## config.mk

```make
export PLATFORM = sky130hd
export DESIGN_NAME = sum_kernel_unit
export DESIGN_NICKNAME = d
export VERILOG_FILES = /design/src/logic/sum_kernel_pkg.sv /design/src/logic/sum_kernel_unit.sv /design/src/logic/vertex_writeback.sv /design/src/logic/edge_stream_accumulator.sv /design/src/logic/vertex_job_queue.sv
export SDC_FILE = /design/constraint.sdc
export NUM_CORES = 1
export LEC_CHECK = 0
export BUFFER_PORTS_ARGS = -buffer_cell sky130_fd_sc_hd__buf_2
export CAP_MARGIN = 10
export CELL_PAD_IN_SITES_DETAIL_PLACEMENT = 0
export CELL_PAD_IN_SITES_GLOBAL_PLACEMENT = 1
export CORE_MARGIN = 3
export CORE_UTILIZATION = 50
export DETAILED_ROUTE_END_ITERATION = 10
export PLACE_DENSITY = 0.94
export SYNTH_ARGS = -nofsm -noshare
export SYNTH_HDL_FRONTEND = slang
export SYNTH_HIERARCHICAL = 1
export SYNTH_SLANG_ARGS = --single-unit
```

## constraint.sdc

```tcl
create_clock -name clock -period 8.9 [get_ports clock]
set_clock_uncertainty 0.2 [all_clocks]
set_input_delay 0.89 -clock clock [delete_from_list [all_inputs] [get_ports clock]]
set_output_delay 0.89 -clock clock [all_outputs]
set_load 0.01 [all_outputs]
```

## src/logic/sum_kernel_pkg.sv

```systemverilog
package sum_kernel_pkg;

	////////////////////////////////////////////////////////////
	// widths
	////////////////////////////////////////////////////////////

	// edge values and running sums
	localparam int DATA_BITS = 32;
	// vertex ids and out-degrees
	localparam int ID_BITS = 32;
	// host memory addresses
	localparam int ADDR_BITS = 64;
	// size field of a write command
	localparam int SIZE_BITS = 8;
	// compute unit tag in a write command
	localparam int CU_BITS = 8;

	////////////////////////////////////////////////////////////
	// result array layout
	////////////////////////////////////////////////////////////

	// one result entry per vertex
	localparam int DATA_SIZE_BYTES = 4;
	// byte offset of a vertex = id shifted by this
	localparam int DATA_SHIFT = $clog2(DATA_SIZE_BYTES);

	////////////////////////////////////////////////////////////
	// job queue sizing
	////////////////////////////////////////////////////////////

	localparam int JOB_DEPTH = 4;
	// read / write pointer width
	localparam int JOB_PTR_BITS = $clog2(JOB_DEPTH);
	// occupancy needs one more bit to count a full queue
	localparam int JOB_CNT_BITS = $clog2(JOB_DEPTH + 1);

	// this unit's number, stamped into every command
	localparam logic [CU_BITS-1:0] CU_ID = 8'd1;

	////////////////////////////////////////////////////////////
	// bundles
	////////////////////////////////////////////////////////////

	// one edge value from the data buffer
	typedef struct packed {
		logic                 valid;
		logic [DATA_BITS-1:0] data;
	} edge_data_t;

	// vertex to be summed, degree = number of edges to expect
	typedef struct packed {
		logic               valid;
		logic [ID_BITS-1:0] id;
		logic [ID_BITS-1:0] degree;
	} vertex_job_t;

	// work descriptor, only the result base is kept
	typedef struct packed {
		logic                 valid;
		logic [ADDR_BITS-1:0] result_base;
	} wed_t;

	// status levels of a buffer
	typedef struct packed {
		logic empty;
		logic almost_full;
	} buffer_status_t;

	// accumulator to writeback
	typedef struct packed {
		logic [DATA_BITS-1:0] sum;
		logic [ID_BITS-1:0]   count;
	} accum_state_t;

	// write command toward the write buffer
	typedef struct packed {
		logic                 valid;
		logic [ADDR_BITS-1:0] address;
		logic [SIZE_BITS-1:0] size;
		logic [CU_BITS-1:0]   cu_id;
		logic [ID_BITS-1:0]   vertex_id;
	} write_command_t;

	// data line that goes with the command
	typedef struct packed {
		logic                 valid;
		logic [ID_BITS-1:0]   vertex_id;
		logic [DATA_BITS-1:0] sum;
	} write_data_t;

endpackage
```

## src/logic/sum_kernel_unit.sv

```systemverilog
`timescale 1ns/10ps

module sum_kernel_unit (
	input  logic                           clock,
	input  logic                           rstn,
	input  logic                           enabled_in,
	input  sum_kernel_pkg::wed_t           wed_request_in,
	input  sum_kernel_pkg::vertex_job_t    vertex_job,
	input  sum_kernel_pkg::edge_data_t     edge_data,
	input  sum_kernel_pkg::buffer_status_t data_buffer_status,
	input  sum_kernel_pkg::buffer_status_t write_buffer_status,
	output logic                           edge_data_request,
	output sum_kernel_pkg::write_command_t write_command_out,
	output sum_kernel_pkg::write_data_t    write_data_out,
	output logic                           job_queue_full
);

	// registered enable from the accumulator
	logic enabled;
	// completion pulse, pops the queue and restarts the sum
	logic vertex_done;

	sum_kernel_pkg::vertex_job_t  head_job;
	sum_kernel_pkg::accum_state_t accum_state;

	// base of the result array from the descriptor
	logic [sum_kernel_pkg::ADDR_BITS-1:0] result_base;

	////////////////////////////////////////////////////////////
	// descriptor latch
	////////////////////////////////////////////////////////////

	always_ff @(posedge clock or negedge rstn) begin
		if (!rstn)
			result_base <= '0;
		else if (wed_request_in.valid)
			result_base <= wed_request_in.result_base;
	end

	////////////////////////////////////////////////////////////
	// edge request
	////////////////////////////////////////////////////////////

	// almost full leaves room for writes in flight
	// so only new edges are held back
	assign edge_data_request = enabled & ~data_buffer_status.empty &
		~write_buffer_status.almost_full;

	////////////////////////////////////////////////////////////
	// blocks
	////////////////////////////////////////////////////////////

	vertex_job_queue u_vertex_job_queue (
		.clock          (clock),
		.rstn           (rstn),
		.vertex_job     (vertex_job),
		.vertex_done    (vertex_done),
		.head_job       (head_job),
		.job_queue_full (job_queue_full)
	);

	edge_stream_accumulator u_edge_stream_accumulator (
		.clock       (clock),
		.rstn        (rstn),
		.enabled_in  (enabled_in),
		.edge_data   (edge_data),
		.vertex_done (vertex_done),
		.enabled     (enabled),
		.accum_state (accum_state)
	);

	vertex_writeback u_vertex_writeback (
		.clock             (clock),
		.rstn              (rstn),
		.enabled           (enabled),
		.head_job          (head_job),
		.accum_state       (accum_state),
		.result_base       (result_base),
		.vertex_done       (vertex_done),
		.write_command_out (write_command_out),
		.write_data_out    (write_data_out)
	);

endmodule

```

## src/logic/vertex_writeback.sv

```systemverilog
`timescale 1ns/10ps

module vertex_writeback (
	input  logic                                   clock,
	input  logic                                   rstn,
	input  logic                                   enabled,
	input  sum_kernel_pkg::vertex_job_t            head_job,
	input  sum_kernel_pkg::accum_state_t           accum_state,
	input  logic [sum_kernel_pkg::ADDR_BITS-1:0]   result_base,
	output logic                                   vertex_done,
	output sum_kernel_pkg::write_command_t         write_command_out,
	output sum_kernel_pkg::write_data_t            write_data_out
);

	// entry address of the head vertex
	logic [sum_kernel_pkg::ADDR_BITS-1:0] id_wide;
	logic [sum_kernel_pkg::ADDR_BITS-1:0] byte_offset;
	logic [sum_kernel_pkg::ADDR_BITS-1:0] write_address;

	////////////////////////////////////////////////////////////
	// completion
	////////////////////////////////////////////////////////////

	// all edges of the head vertex are in the sum
	// degree zero matches straight away with count zero
	assign vertex_done = enabled & head_job.valid & (accum_state.count == head_job.degree);

	////////////////////////////////////////////////////////////
	// address
	////////////////////////////////////////////////////////////

	// widen first so large ids keep their top bits
	assign id_wide       = sum_kernel_pkg::ADDR_BITS'(head_job.id);
	assign byte_offset   = id_wide << sum_kernel_pkg::DATA_SHIFT;
	assign write_address = result_base + byte_offset;

	////////////////////////////////////////////////////////////
	// write command and data line
	////////////////////////////////////////////////////////////

	always_ff @(posedge clock or negedge rstn) begin
		if (!rstn) begin
			write_command_out <= '0;
			write_data_out    <= '0;
		end else begin
			// single cycle pulse per vertex
			write_command_out.valid <= vertex_done;
			write_data_out.valid    <= vertex_done;

			if (vertex_done) begin
				write_command_out.address   <= write_address;
				write_command_out.size      <=
					sum_kernel_pkg::SIZE_BITS'(sum_kernel_pkg::DATA_SIZE_BYTES);
				write_command_out.cu_id     <= sum_kernel_pkg::CU_ID;
				write_command_out.vertex_id <= head_job.id;

				// one line holds the whole result
				write_data_out.vertex_id <= head_job.id;
				write_data_out.sum       <= accum_state.sum;
			end
		end
	end

endmodule

```

## src/logic/edge_stream_accumulator.sv

```systemverilog
`timescale 1ns/10ps

module edge_stream_accumulator (
	input  logic                         clock,
	input  logic                         rstn,
	input  logic                         enabled_in,
	input  sum_kernel_pkg::edge_data_t   edge_data,
	input  logic                         vertex_done,
	output logic                         enabled,
	output sum_kernel_pkg::accum_state_t accum_state
);

	// edge held for one cycle before the add
	sum_kernel_pkg::edge_data_t edge_latched;

	////////////////////////////////////////////////////////////
	// enable register
	////////////////////////////////////////////////////////////

	// enable lands one cycle after enabled_in
	always_ff @(posedge clock or negedge rstn) begin
		if (!rstn)
			enabled <= 1'b0;
		else
			enabled <= enabled_in;
	end

	////////////////////////////////////////////////////////////
	// edge latch
	////////////////////////////////////////////////////////////

	always_ff @(posedge clock or negedge rstn) begin
		if (!rstn) begin
			edge_latched <= '0;
		end else if (enabled) begin
			// store zero on idle cycles so the add is harmless
			if (edge_data.valid)
				edge_latched <= edge_data;
			else
				edge_latched <= '0;
		end
	end

	////////////////////////////////////////////////////////////
	// running sum and count
	////////////////////////////////////////////////////////////

	always_ff @(posedge clock or negedge rstn) begin
		if (!rstn) begin
			accum_state <= '0;
		end else if (enabled) begin
			if (vertex_done) begin
				// restart, an edge latched now belongs to the next vertex
				accum_state.sum   <= edge_latched.data;
				accum_state.count <= sum_kernel_pkg::ID_BITS'(edge_latched.valid);
			end else if (edge_latched.valid) begin
				accum_state.sum   <= accum_state.sum + edge_latched.data;
				accum_state.count <= accum_state.count + 1'b1;
			end
		end
	end

endmodule

```

## src/logic/vertex_job_queue.sv

```systemverilog
`timescale 1ns/10ps

module vertex_job_queue (
	input  logic                        clock,
	input  logic                        rstn,
	input  sum_kernel_pkg::vertex_job_t vertex_job,
	input  logic                        vertex_done,
	output sum_kernel_pkg::vertex_job_t head_job,
	output logic                        job_queue_full
);

	// storage, no reset needed
	sum_kernel_pkg::vertex_job_t job_mem [sum_kernel_pkg::JOB_DEPTH];

	logic [sum_kernel_pkg::JOB_PTR_BITS-1:0] wr_ptr;
	logic [sum_kernel_pkg::JOB_PTR_BITS-1:0] rd_ptr;
	logic [sum_kernel_pkg::JOB_CNT_BITS-1:0] occupancy;

	logic push;
	logic pop;
	logic empty;

	////////////////////////////////////////////////////////////
	// status
	////////////////////////////////////////////////////////////

	assign empty          = (occupancy == '0);
	assign job_queue_full =
		(occupancy == sum_kernel_pkg::JOB_CNT_BITS'(sum_kernel_pkg::JOB_DEPTH));

	// source holds off while full, the gate is a safety net
	assign push = vertex_job.valid & ~job_queue_full;
	// done only fires on a valid head, still guard the pop
	assign pop  = vertex_done & ~empty;

	////////////////////////////////////////////////////////////
	// pointers and occupancy
	////////////////////////////////////////////////////////////

	always_ff @(posedge clock or negedge rstn) begin
		if (!rstn) begin
			wr_ptr    <= '0;
			rd_ptr    <= '0;
			occupancy <= '0;
		end else begin
			if (push) begin
				// wrap at the last entry
				if (wr_ptr == sum_kernel_pkg::JOB_PTR_BITS'(sum_kernel_pkg::JOB_DEPTH - 1))
					wr_ptr <= '0;
				else
					wr_ptr <= wr_ptr + 1'b1;
			end
			if (pop) begin
				if (rd_ptr == sum_kernel_pkg::JOB_PTR_BITS'(sum_kernel_pkg::JOB_DEPTH - 1))
					rd_ptr <= '0;
				else
					rd_ptr <= rd_ptr + 1'b1;
			end
			// push and pop together leave the count alone
			if (push && !pop)
				occupancy <= occupancy + 1'b1;
			else if (pop && !push)
				occupancy <= occupancy - 1'b1;
		end
	end

	// entry write
	always_ff @(posedge clock) begin
		if (push)
			job_mem[wr_ptr] <= vertex_job;
	end

	////////////////////////////////////////////////////////////
	// head presentation
	////////////////////////////////////////////////////////////

	// valid only when something is queued
	always_comb begin
		head_job       = job_mem[rd_ptr];
		head_job.valid = ~empty;
	end

endmodule

```

=== Yosys cells after proc, flatten, opt, wreduce, memory -nomap -nowiden ===
Memory sizes are Yosys's and may differ from the RTL's.
Cells that the tools add are included.

* Bits in registers: 299
* Memory bits (writable): 260
* Word-level logic and storage cells: 53
* Memories kept: 1

* Add/sub/neg operators: 7
* Equal/unequal tests: 4
* Mux-type cells: 9
* Bitwise logic cells: 10
* Reduce and logical (&&, ||, !) cells: 8

{| class="wikitable"
|+ Memories
! name !! depth !! bits a word !! rd ports !! clocked after memory_dff !! wr ports !! RTL line !! text
|-
| u_vertex_job_queue.job_mem || 4 || 65 || 1 || 0 || 1 || vertex_job_queue.sv:13 || <nowiki>sum_kernel_pkg::vertex_job_t job_mem [sum_kernel_pkg::JOB_DEPTH];</nowiki>
|}

{| class="wikitable"
|+ Operator list
! kind !! count
|-
| $mux W64 || 2
|-
| $add A64 B34 Y64 || 1
|-
| $mux W33 || 1
|-
| $add A32 B1 Y32 const B || 1
|-
| $add A32 B32 Y32 || 1
|-
| $eq A32 B32 Y1 || 1
|-
| $and A1 B1 Y1 || 6
|-
| $mux W3 || 2
|-
| $add A2 B1 Y2 const B || 2
|-
| $eq A2 B2 Y1 const B || 2
|-
| $mux W2 || 2
|-
| $not A1 Y1 || 4
|-
| $reduce_bool A2 Y1 || 2
|-
| $add A3 B1 Y3 const B || 1
|-
| $eq A3 B3 Y1 const B || 1
|-
| $logic_not A3 Y1 || 1
|-
| $sub A3 B1 Y3 const B || 1
|-
| $logic_and A1 B1 Y1 || 2
|-
| $logic_not A1 Y1 || 2
|-
| $mux W1 || 2
|-
| $reduce_and A2 Y1 || 1
|}

=== Logic depth before layout (Yosys ltp) ===
Gate-level depths: netlist of the first run.

* Word-level depth: 8
* Depth in mapped cells: 21

=== Hierarchy ===
The synthesis of the first run kept the hierarchy.

{| class="wikitable"
|+ Modules (own cells, without submodules)
! module !! times used !! cells an instance !! area each (um2) !! seq. area each (um2)
|-
| vertex_job_queue || 1 || 371 || 9668.0 || 7862.5
|-
| vertex_writeback || 1 || 928 || 7840.0 || 3253.1
|-
| edge_stream_accumulator || 1 || 664 || 5855.6 || 2452.4
|-
| sum_kernel_unit || 1 || 136 || 2686.3 || 1601.5
|}

=== Worst setup path before layout of the first run ===
Ideal clock, no wire load.

* Kind: reg-to-reg
* Start point: register u_vertex_job_queue/rd_ptr[0] (netlist bit)
* End point: register, netlist name u_edge_stream_accumulator/accum_state[29]
* Data arrival time: 4095 ps
* Data required time: 8568 ps
* Path slack: 4473 ps
* Cell stages (with the launch flop): 21
* Period minus slack after synthesis: 4427 ps
* Cell sequence: dfrtp_1 -> buf_6 -> buf_6 -> mux4_2 -> xor2_1 -> nor4_1 -> nand4_1 -> nor4_1 -> nand2_1 -> clkbuf_1 -> buf_6 -> inv_1 -> o21ai_2 -> nor4_2 -> and3_1 -> and2b_1 -> and4_1 -> and2b_2 -> nand4_1 -> xor2_1 -> nor2_1

{| class="wikitable"
|+ RTL lines
! element !! RTL line !! text
|-
| from (decl) || vertex_job_queue.sv:16 || <nowiki>logic [sum_kernel_pkg::JOB_PTR_BITS-1:0] rd_ptr;</nowiki>
|-
| from (signal assigned) || vertex_job_queue.sv:57 || <nowiki>rd_ptr <= rd_ptr + 1'b1;</nowiki>
|}

==> results.txt, run 1 <==
The number of standard cells after synthesis came out at ~2,100. The clock net in this run drives a total of around 560 sinks. TritonCTS built the clock tree. The number of placement rows came out at between 80 and 90. The run finished with clean final reports.

The cell depth of the worst flop-to-flop path came out at 18. The area of the core is roughly 0.051 mm^2. After detailed routing, the number of remaining DRC violations is 0. In this run the worst hold path is classified as in -> async. The worst setup path is launched from a register. Entering global routing, the biggest net connects 114 pins. The initial antenna violation count is 16. The share of synthesized flip-flops with an asynchronous set or reset came out at 0.539.

The setup total negative slack is 0 ns. The number of primary I/O pins is 350. Of the cells placed in the final design, the portion with a size suffix greater than 1 is 0.259. The die covers 0.0549 mm^2. The analysis attributes to cell leakage a power of between 0.01 and 0.015 uW.

The clock latency of the later-clocked register in the worst-skew pair came out at 0.63 ns. The number of DRC markers in iteration 0 is 1,369. Setup violations remaining at the end of the flow were counted as 0.

The number of enable flip-flop cells after synthesis is ~260. The wire length after detailed routing is between 60,000 and 70,000 um. Counting the buffers created by CTS gives 58.

The average via count per standard cell came out at approximately 5.6. The endpoint identified for the worst register-to-register timing path is u_edge_stream_accumulator/accum_state[28]. The number of setup buffers added after CTS is 0.

The number of warning messages in the yosys log is 6. The wire length per cell after detailed routing is 20.0 um. The share of the clock period used by the worst path came out at 0.715. The depth of the CTS H-tree came out at 2. The post-cts gate resize count is 0. Dividing the synthesized area by the synthesized cell count gives 12.4 um^2. The clock transition time at the flip-flop clock pins of the worst setup and hold paths came out at around 0.060 ns. Measured against its own limit, the worst slew margin works out to 0.248.

The first-pass GRT wire length came out at 96,300 um. The setup slack on the worst flop-to-flop path came out at roughly 2.5 ns. For this design the ratio of total power to cell area is roughly 240 mW/mm^2. The post-synthesis sequential area ratio is 0.582.

The launch instance of the worst register-to-register path is u_vertex_job_queue/rd_ptr[0]. The tool flagged a number of max-cap violations equal to 0. The data required time of the worst path came out at ~9 ns.

The overall die height came out at about 230 um. Summed over all layers, the global routing overflow is 0. The number of iterations in the first detailed-routing pass came out at 5. The cts-stage hold buffer count came out at 0. The root buffer selected by CTS is sky130_fd_sc_hd__clkbuf_16. The layout filler cell count is approximately 4,000.

The worst setup path is captured at a register. The number of global-route vias before repair came to approximately 17,000. The number of nets still failing antenna checks after routing came out at 0.

The final hold violation count was 0. The total via count in the routed design is roughly 17,000. The combined area of all synthesized cells came out at about 0.026 mm^2. From left edge to right edge, the die measures between 200 and 250 um.

After synthesis the netlist holds a flip-flop and latch count of between 500 and 600. After detailed placement, the total cell area comes to roughly 0.028 mm^2. The worst-case vdd ir drop came out at around 0.17 mV. The final layout contains 2,625 nets. The transition at the pin with the smallest max-transition slack came out at approximately 1.1 ns. The effective utilization at floorplan is 0.507. The final weighted congestion of routability-driven global placement came out at around 0.89. The final core area utilization is 0.580.

The number of buffers on the longest clock path came out at 3. Setup repair after global routing left no endpoint under its margin. From synthesis to final layout, the design area changed by 14.5%. Subtracting the final worst setup slack from the clock period gives around 6.4 ns. The predominant post-synthesis flop cell is sky130_fd_sc_hd__dfrtp_1. By startpoint and endpoint, the worst setup path is classified as reg -> reg. Data arrives at the worst endpoint at ~6.6 ns.

The maximum clock frequency came out at between 0.15 and 0.2 GHz. The all-layer global routing usage came out at 0.227. The synthesized netlist contains roughly 90 unique library cells. The count of port buffers added during placement is 333. The placed wire-length estimate after detailed placement came out at 43,100 um. The number of max-slew violations in the final report was 0. The largest fanout of any net on the critical path came out at 60. The post-layout instance area came out at 0.0298 mm^2.
[final cells by class]
class,instances,area (um^2),share of cell area
inverter,58,218,0.00730
clock inverter,30,339,0.0114
sequential,555,15200,0.509
multi-input combinational,1361,9840,0.330
clock buffer,77,1570,0.0527
antenna,14,35.0,0.00117
timing repair buffer,348,1790,0.0601
tap,680,851,0.0285
[Yosys cell counts (4+ instances only)]
master / count / area [um^2]
sky130_fd_sc_hd__o21a_1: 19 / 143
sky130_fd_sc_hd__nor3_1: 21 / 105
sky130_fd_sc_hd__ha_1: 70 / 876
sky130_fd_sc_hd__or3_1: 8 / 50.1
sky130_fd_sc_hd__dfrtp_1: 299 / 7480
sky130_fd_sc_hd__nand3_1: 70 / 350
sky130_fd_sc_hd__a21oi_1: 79 / 395
sky130_fd_sc_hd__xnor2_1: 70 / 613
sky130_fd_sc_hd__clkbuf_1: 55 / 206
sky130_fd_sc_hd__buf_12: 6 / 120
sky130_fd_sc_hd__mux2_2: 12 / 135
sky130_fd_sc_hd__nor2b_1: 6 / 37.5
sky130_fd_sc_hd__o21bai_1: 4 / 30.0
sky130_fd_sc_hd__or2_2: 4 / 25.0
sky130_fd_sc_hd__nand2_1: 358 / 1340
sky130_fd_sc_hd__inv_1: 58 / 218
sky130_fd_sc_hd__buf_4: 53 / 398
sky130_fd_sc_hd__buf_1: 5 / 18.8
sky130_fd_sc_hd__buf_2: 7 / 35.0
sky130_fd_sc_hd__mux4_2: 64 / 1440
sky130_fd_sc_hd__a211oi_1: 8 / 60.1
sky130_fd_sc_hd__a31oi_1: 9 / 56.3
sky130_fd_sc_hd__nor2_1: 83 / 312
sky130_fd_sc_hd__o21ai_0: 134 / 671
sky130_fd_sc_hd__a21o_1: 28 / 210
sky130_fd_sc_hd__edfxtp_1: 256 / 7690
sky130_fd_sc_hd__buf_6: 8 / 90.1
sky130_fd_sc_hd__nor4_1: 14 / 87.6
sky130_fd_sc_hd__and2_1: 6 / 37.5
sky130_fd_sc_hd__and3_1: 23 / 144
sky130_fd_sc_hd__o21ai_1: 21 / 105
sky130_fd_sc_hd__xor2_1: 71 / 622
sky130_fd_sc_hd__mux2_4: 60 / 901
sky130_fd_sc_hd__o211ai_1: 4 / 30.0
sky130_fd_sc_hd__mux2i_1: 6 / 60.1
sky130_fd_sc_hd__nand4_1: 17 / 106
[where the power goes]
group          internal, uW  leakage, uW  total, uW  switching, uW
sequential             3090      0.00626       3270            183
combinational           620      0.00594       1500            883
clock                  1390     0.000932       2400           1010
[flip-flops by register name, summed over array words and instances, names as in the netlist]
register / cells
result_base: 64
u_edge_stream_accumulator/accum_state: 64
u_edge_stream_accumulator/edge_latched: 33
u_edge_stream_accumulator/enabled: 1
u_vertex_job_queue/job_mem: 256
u_vertex_job_queue/occupancy: 3
u_vertex_job_queue/rd_ptr: 2
u_vertex_job_queue/wr_ptr: 2
u_vertex_writeback/write_command_out: 65
u_vertex_writeback/write_data_out: 65
[worst max-delay path by stage]
stage,from,to,slack (ns),depth (start not counted)
6_report,u_vertex_job_queue/rd_ptr[0],u_edge_stream_accumulator/accum_state[28],2.54,18
3_3_place_gp,u_vertex_job_queue/rd_ptr[1],u_edge_stream_accumulator/accum_state[24],2.79,18
3_5_place_dp,u_vertex_job_queue/rd_ptr[0],u_edge_stream_accumulator/accum_state[28],2.56,18
5_1_grt,u_vertex_job_queue/rd_ptr[0],u_edge_stream_accumulator/accum_state[28],1.95,18
4_1_cts,u_vertex_job_queue/rd_ptr[0],u_edge_stream_accumulator/accum_state[28],2.51,18
2_1_floorplan,u_vertex_job_queue/rd_ptr[0],u_edge_stream_accumulator/accum_state[29],4.47,20
[critical path, stage by stage, from the launching register on]
cell                      delay (ns)
sky130_fd_sc_hd__dfrtp_4        0.88
sky130_fd_sc_hd__mux4_2         0.60
sky130_fd_sc_hd__xnor2_1        0.23
sky130_fd_sc_hd__nand4_1        0.19
sky130_fd_sc_hd__nor2_1         0.37
sky130_fd_sc_hd__inv_1          0.08
sky130_fd_sc_hd__nor4_1         0.34
sky130_fd_sc_hd__nand2_2        0.68
sky130_fd_sc_hd__inv_2          0.30
sky130_fd_sc_hd__o21ai_4        0.08
sky130_fd_sc_hd__buf_4          0.34
sky130_fd_sc_hd__nor3_2         0.36
sky130_fd_sc_hd__nand3_1        0.29
sky130_fd_sc_hd__nor2_1         0.33
sky130_fd_sc_hd__and4_1         0.27
sky130_fd_sc_hd__and2b_2        0.22
sky130_fd_sc_hd__nand3_1        0.13
sky130_fd_sc_hd__xor2_1         0.22
sky130_fd_sc_hd__nor2_1         0.07
[per-layer routing]
metal  global-route usage  wire length, um  vias to the layer above
met5                    0               85                        -
met4               0.0901             2120                       10
met3               0.0423             4220                      129
met2                0.372            30200                      566
met1                0.300            25800                     8616
li1                     -                -                     8030
[through the flow]
stage | worst slack (ns) | power [uW] | hold slack, ns | cells
6_report | 2.54 | 7180 | 0.151 | 3123
5_1_grt | 1.95 | 7540 | 0.152 | 3115
4_1_cts | 2.51 | 7240 | 0.136 | 3109
3_5_place_dp | 2.56 | 4810 | 0.251 | 3002
3_3_place_gp | 2.79 | 4730 | 0.245 | 3002
2_1_floorplan | 4.47 | 4390 | 0.245 | 2112
[cells by family after synthesis]
kind of cell             count (synthesis)  share of synthesized area
flip-flops                             555                      0.582
AND/OR/NAND/NOR                        638                      0.110
buffers and inverters                  196                     0.0431
multiplexers                           142                     0.0974
other                                    1                   0.000144
XOR/XNOR                               141                     0.0474
AO/OA/AOI/OAI                          353                     0.0836
adder cells (fa/ha/maj)                 73                     0.0359
[cells in the final DEF (no fill, tap or decap), drive strengths merged, types with 4 or more instances in the layout]
master / synthesis / final
o21bai: 6 / 6
nand2: 358 / 358
inv: 58 / 60
nand3: 71 / 71
edfxtp: 256 / 256
clkinv: 0 / 20
nor4: 17 / 17
xnor2: 70 / 70
and3: 25 / 25
mux2i: 6 / 6
and2: 7 / 7
or3: 9 / 9
and2b: 4 / 4
mux2: 72 / 72
a31oi: 11 / 11
nor2: 83 / 83
diode: 0 / 14
nand4: 17 / 17
conb: 1 / 14
o211ai: 7 / 7
dfrtp: 299 / 299
a211oi: 10 / 10
buf: 79 / 348
nor2b: 6 / 6
or2: 5 / 5
bufinv: 0 / 5
mux4: 64 / 64
a21o: 31 / 31
nor3: 22 / 22
ha: 70 / 70
xor2: 71 / 71
a21oi: 83 / 83
nor3b: 4 / 4
o21a: 20 / 20
clkbuf: 56 / 77
o21ai: 158 / 158
Power figures use the tool's default switching activity.
==> run 2, diff against run 1 <==
CORE_UTILIZATION = 47   (was 50)
PLACE_DENSITY = 0.89   (was 0.94)
clock period = 6 ns   (was 8.9 ns; I/O delays follow)
==> results.txt, run 2 (same netlist as run 1, synthesis figures left out) <==
The run finished with clean final reports. The clock transition time at the flip-flop clock pins of the worst setup and hold paths is 0.06 ns (about the same). The final hold violation count is 0 (unchanged). The total congestion overflow after global routing is 0 (unchanged). The post-layout net count came out at 2,751 (+4.8%). The cell-internal power is 7800 uW (+53%). The post-layout instance area is 0.0313 mm^2 (+5.0%). The worst slew margin relative to its limit came out at 0.310 (+0.0619). The total power consumption of the routed design came to 10,900 uW (+52%). The transition at the pin with the smallest max-transition slack came out at 1.04 ns (-0.0889 ns). The critical path goes through buf_4 > mux4_2 > xnor2_1 > nand4_1 > nor2_1 > inv_1 > nor4_1 > nand2_2 > inv_2 > o21ai_4 > nor3_2 > nand3_1 > nor2_1 > and4_1 > and2b_2 > nand3_1 > xor2_1 > nor2_1. The post-CTS setup buffer count is 0 (unchanged). The switching part of the total power came out at 0.287 (-0.00232). The wire length per cell after detailed routing came to 19.7 um (-1.4%).

The TritonCTS clock tree is done. The total via count in the routed design is 17,800 (+2.4%). The wire length after detailed routing came out at 65,300 um (+4.4%).

The clock period minus final worst setup slack came out at 5.09 ns (-1.27 ns). The area of the core is 0.0543 mm^2 (+5.7%). The power density over the cells came out at 349 mW/mm^2 (+45%).

The final weighted congestion of routability-driven global placement came out at 0.888 (about the same). The met1 usage in global routing came out at 0.286 (-0.0140). The worst-case vdd ir drop is 0.281 mV (+62%). The clock latency of the later-clocked register in the worst-skew pair came out at 0.65 ns (+0.02 ns). met2 is the most crowded layer.

The worst endpoint data arrival time is 5.40 ns (-1.23 ns). The root buffer selected by CTS is sky130_fd_sc_hd__clkbuf_16. The number of sinks driven by the clock tree came out at 555 (unchanged).

The setup total negative slack came out at 0 ns (unchanged). The switching component of the power is 3140 uW (+51%). STA classifies the critical path startpoint as a register.

The met2 track utilization from global routing is 0.374 (+0.00145). The standby leakage power came out at 0.0137 uW (+4.6%). The placed wire-length estimate after detailed placement is 43,900 um (+1.8%). The largest registers in the layout are u_vertex_job_queue/job_mem (256), u_vertex_writeback/write_command_out (65), u_vertex_writeback/write_data_out (65).

The proportion of layout cells with a drive suffix above 1 came to 0.251 (-0.00717). The max capacitance violation total came out at 0 (unchanged). The number of DRC markers in iteration 0 is 1,106 (-19%). The sequential share of power is 0.443 (-0.013). The number of max-slew violations in the final report came out at 0 (unchanged). The top cell types in the final layout, fill and taps aside, are sky130_fd_sc_hd__nand2_1, sky130_fd_sc_hd__buf_2, sky130_fd_sc_hd__dfrtp_1. The critical path buffer and inverter count came to 3 (unchanged). In this run the critical register-to-register path is launched from u_vertex_job_queue/rd_ptr[0]. Among cell families on the critical path, the largest total delay comes from simple AND/OR/NAND/NOR gates.

The number of global-route vias before repair is 17,900 (+3.0%). The CTS buffer count is 58 (unchanged). The synthesis-to-layout area growth came out at 20.2%.

The effective utilization at floorplan is 0.479 (-0.0274). The proportion of power drawn by combinational gates came out at 0.210 (about the same). The average via count per standard cell was 5.37 (-3.3%). The largest register by flop count is u_vertex_job_queue/job_mem. The largest net degree at the start of global routing is 172 (+51%). The all-layer global routing usage is 0.221 (-0.00591). The number of nets still failing antenna checks after routing came to 0 (unchanged). The share of the clock period used by the worst path came out at 0.848 (+0.134). The standard cell with the maximum stage delay on the critical path is sky130_fd_sc_hd__dfrtp_4.

The number of flip-flops in the largest register came to 256 (unchanged). The worst hold path begins at wed_request_in[6]. The routing usage on met3 came out at 0.0425 (+0.000190). The number of buffers on the longest clock path came out at 3 (unchanged). The tightest min-delay check is of the in -> reg type. The maximum clock frequency came out at 0.196 GHz (+25%).

In this design, the critical path's most frequently occurring cell is sky130_fd_sc_hd__nor2_1. The clock power share came out at 0.347 (+0.012). The most common library cell in the layout ignoring fill and taps is sky130_fd_sc_hd__nand2_1. The post-placement cell area came out at 0.0280 mm^2 (+0.59%). The layout filler cell count was 4,285 (+5.8%). The depth of the CTS H-tree came out at 2 (unchanged). The critical path in this run is classified as reg -> reg. The number of iterations in the first detailed-routing pass is 5 (unchanged). The first-pass GRT wire length came out at 99,900 um (+3.7%). The count of port buffers added during placement is 333 (unchanged).

The largest fanout of any net on the critical path came out at 26 (-57%). The die outline area is 0.0583 mm^2 (+6.2%). The overall die height is 241 um (+3.1%).

The overall die width came out at 241 um (+3.1%). The remaining routing DRC violations is 0 (unchanged). The initial antenna violation count is 14 (-2). The number of placement rows is 85 (+2.4%).

The worst setup path is captured at a register. The most critical setup path has its startpoint at u_vertex_job_queue/rd_ptr[0]. The data required time of the worst path came out at 6.31 ns (-2.86 ns).

The total of endpoints with negative setup slack in the final report came out at 0 (unchanged). Setup repair after global routing left no endpoint under its margin. The number of primary I/O pins came out at 350 (unchanged). The peak per-stage delay on the critical path is 0.77 ns (-0.11 ns).
## run 2: cell count changes in the layout (fill, tap and decap cells not counted), sizes merged, moves of 3 or more
cell         change
clkinvlp         +3
buf              +7
dlygate4sd3    +119
diode            -4
clkinv           -3
bufinv           +3
## run 2: worst paths after layout
kind | end | slack (ns) | cells past startpoint
min | result_base[6] | 0.04 | 2
max | u_edge_stream_accumulator/accum_state[28] | 0.91 | 18
min in group asynchronous | u_vertex_writeback/write_data_out[21] | 0.36 | 2
max in group asynchronous | u_vertex_writeback/write_command_out[76] | 3.87 | 3
max reg2reg | u_edge_stream_accumulator/accum_state[28] | 0.91 | 18
min reg2reg | u_vertex_writeback/write_data_out[2] | 0.26 | 2
## run 2: area by class of cell
type / instances / area (um^2) / area share
antenna: 10 / 25.0 / 0.000799
clock buffer: 78 / 1620 / 0.0516
clock inverter: 32 / 438 / 0.0140
inverter: 58 / 218 / 0.00695
multi-input combinational: 1361 / 9840 / 0.314
sequential: 555 / 15200 / 0.485
tap: 739 / 925 / 0.0295
timing repair buffer: 474 / 3070 / 0.0982
## run 2: routing by layer
layer	vias to the layer above	wire [um]	share of wire
li1	8280	-	-
met3	123	4300	0.066
met2	580	32100	0.49
met1	8774	26700	0.41
met4	6	2070	0.032
met5	-	34	0.00052
## run 2: power groups by stage
stage	combinational, uW	sequential, uW	clock (uW)
2_1_floorplan	1680	4840	0
3_3_place_gp	2150	4870	0
3_5_place_dp	2210	4910	0
4_1_cts	2290	4850	3870
5_1_grt	2540	4900	4040
6_report	2300	4850	3800
## run 2: repair_timing
action                    4_1_cts  5_1_grt
resized for setup               0        0
hold buffers                  119        0
hold endpoints to repair      381        0
## run 2: per-stage QoR
step	hold slack [ns]	utilization	instances	setup WS (ns)
2_1_floorplan	0.104	-	2112	1.57
3_3_place_gp	0.245	0.516	3068	0.896
3_5_place_dp	0.250	0.516	3068	0.913
4_1_cts	0.000449	0.576	3297	0.886
5_1_grt	0.0126	0.576	3303	0.557
6_report	0.0356	0.576	3307	0.911
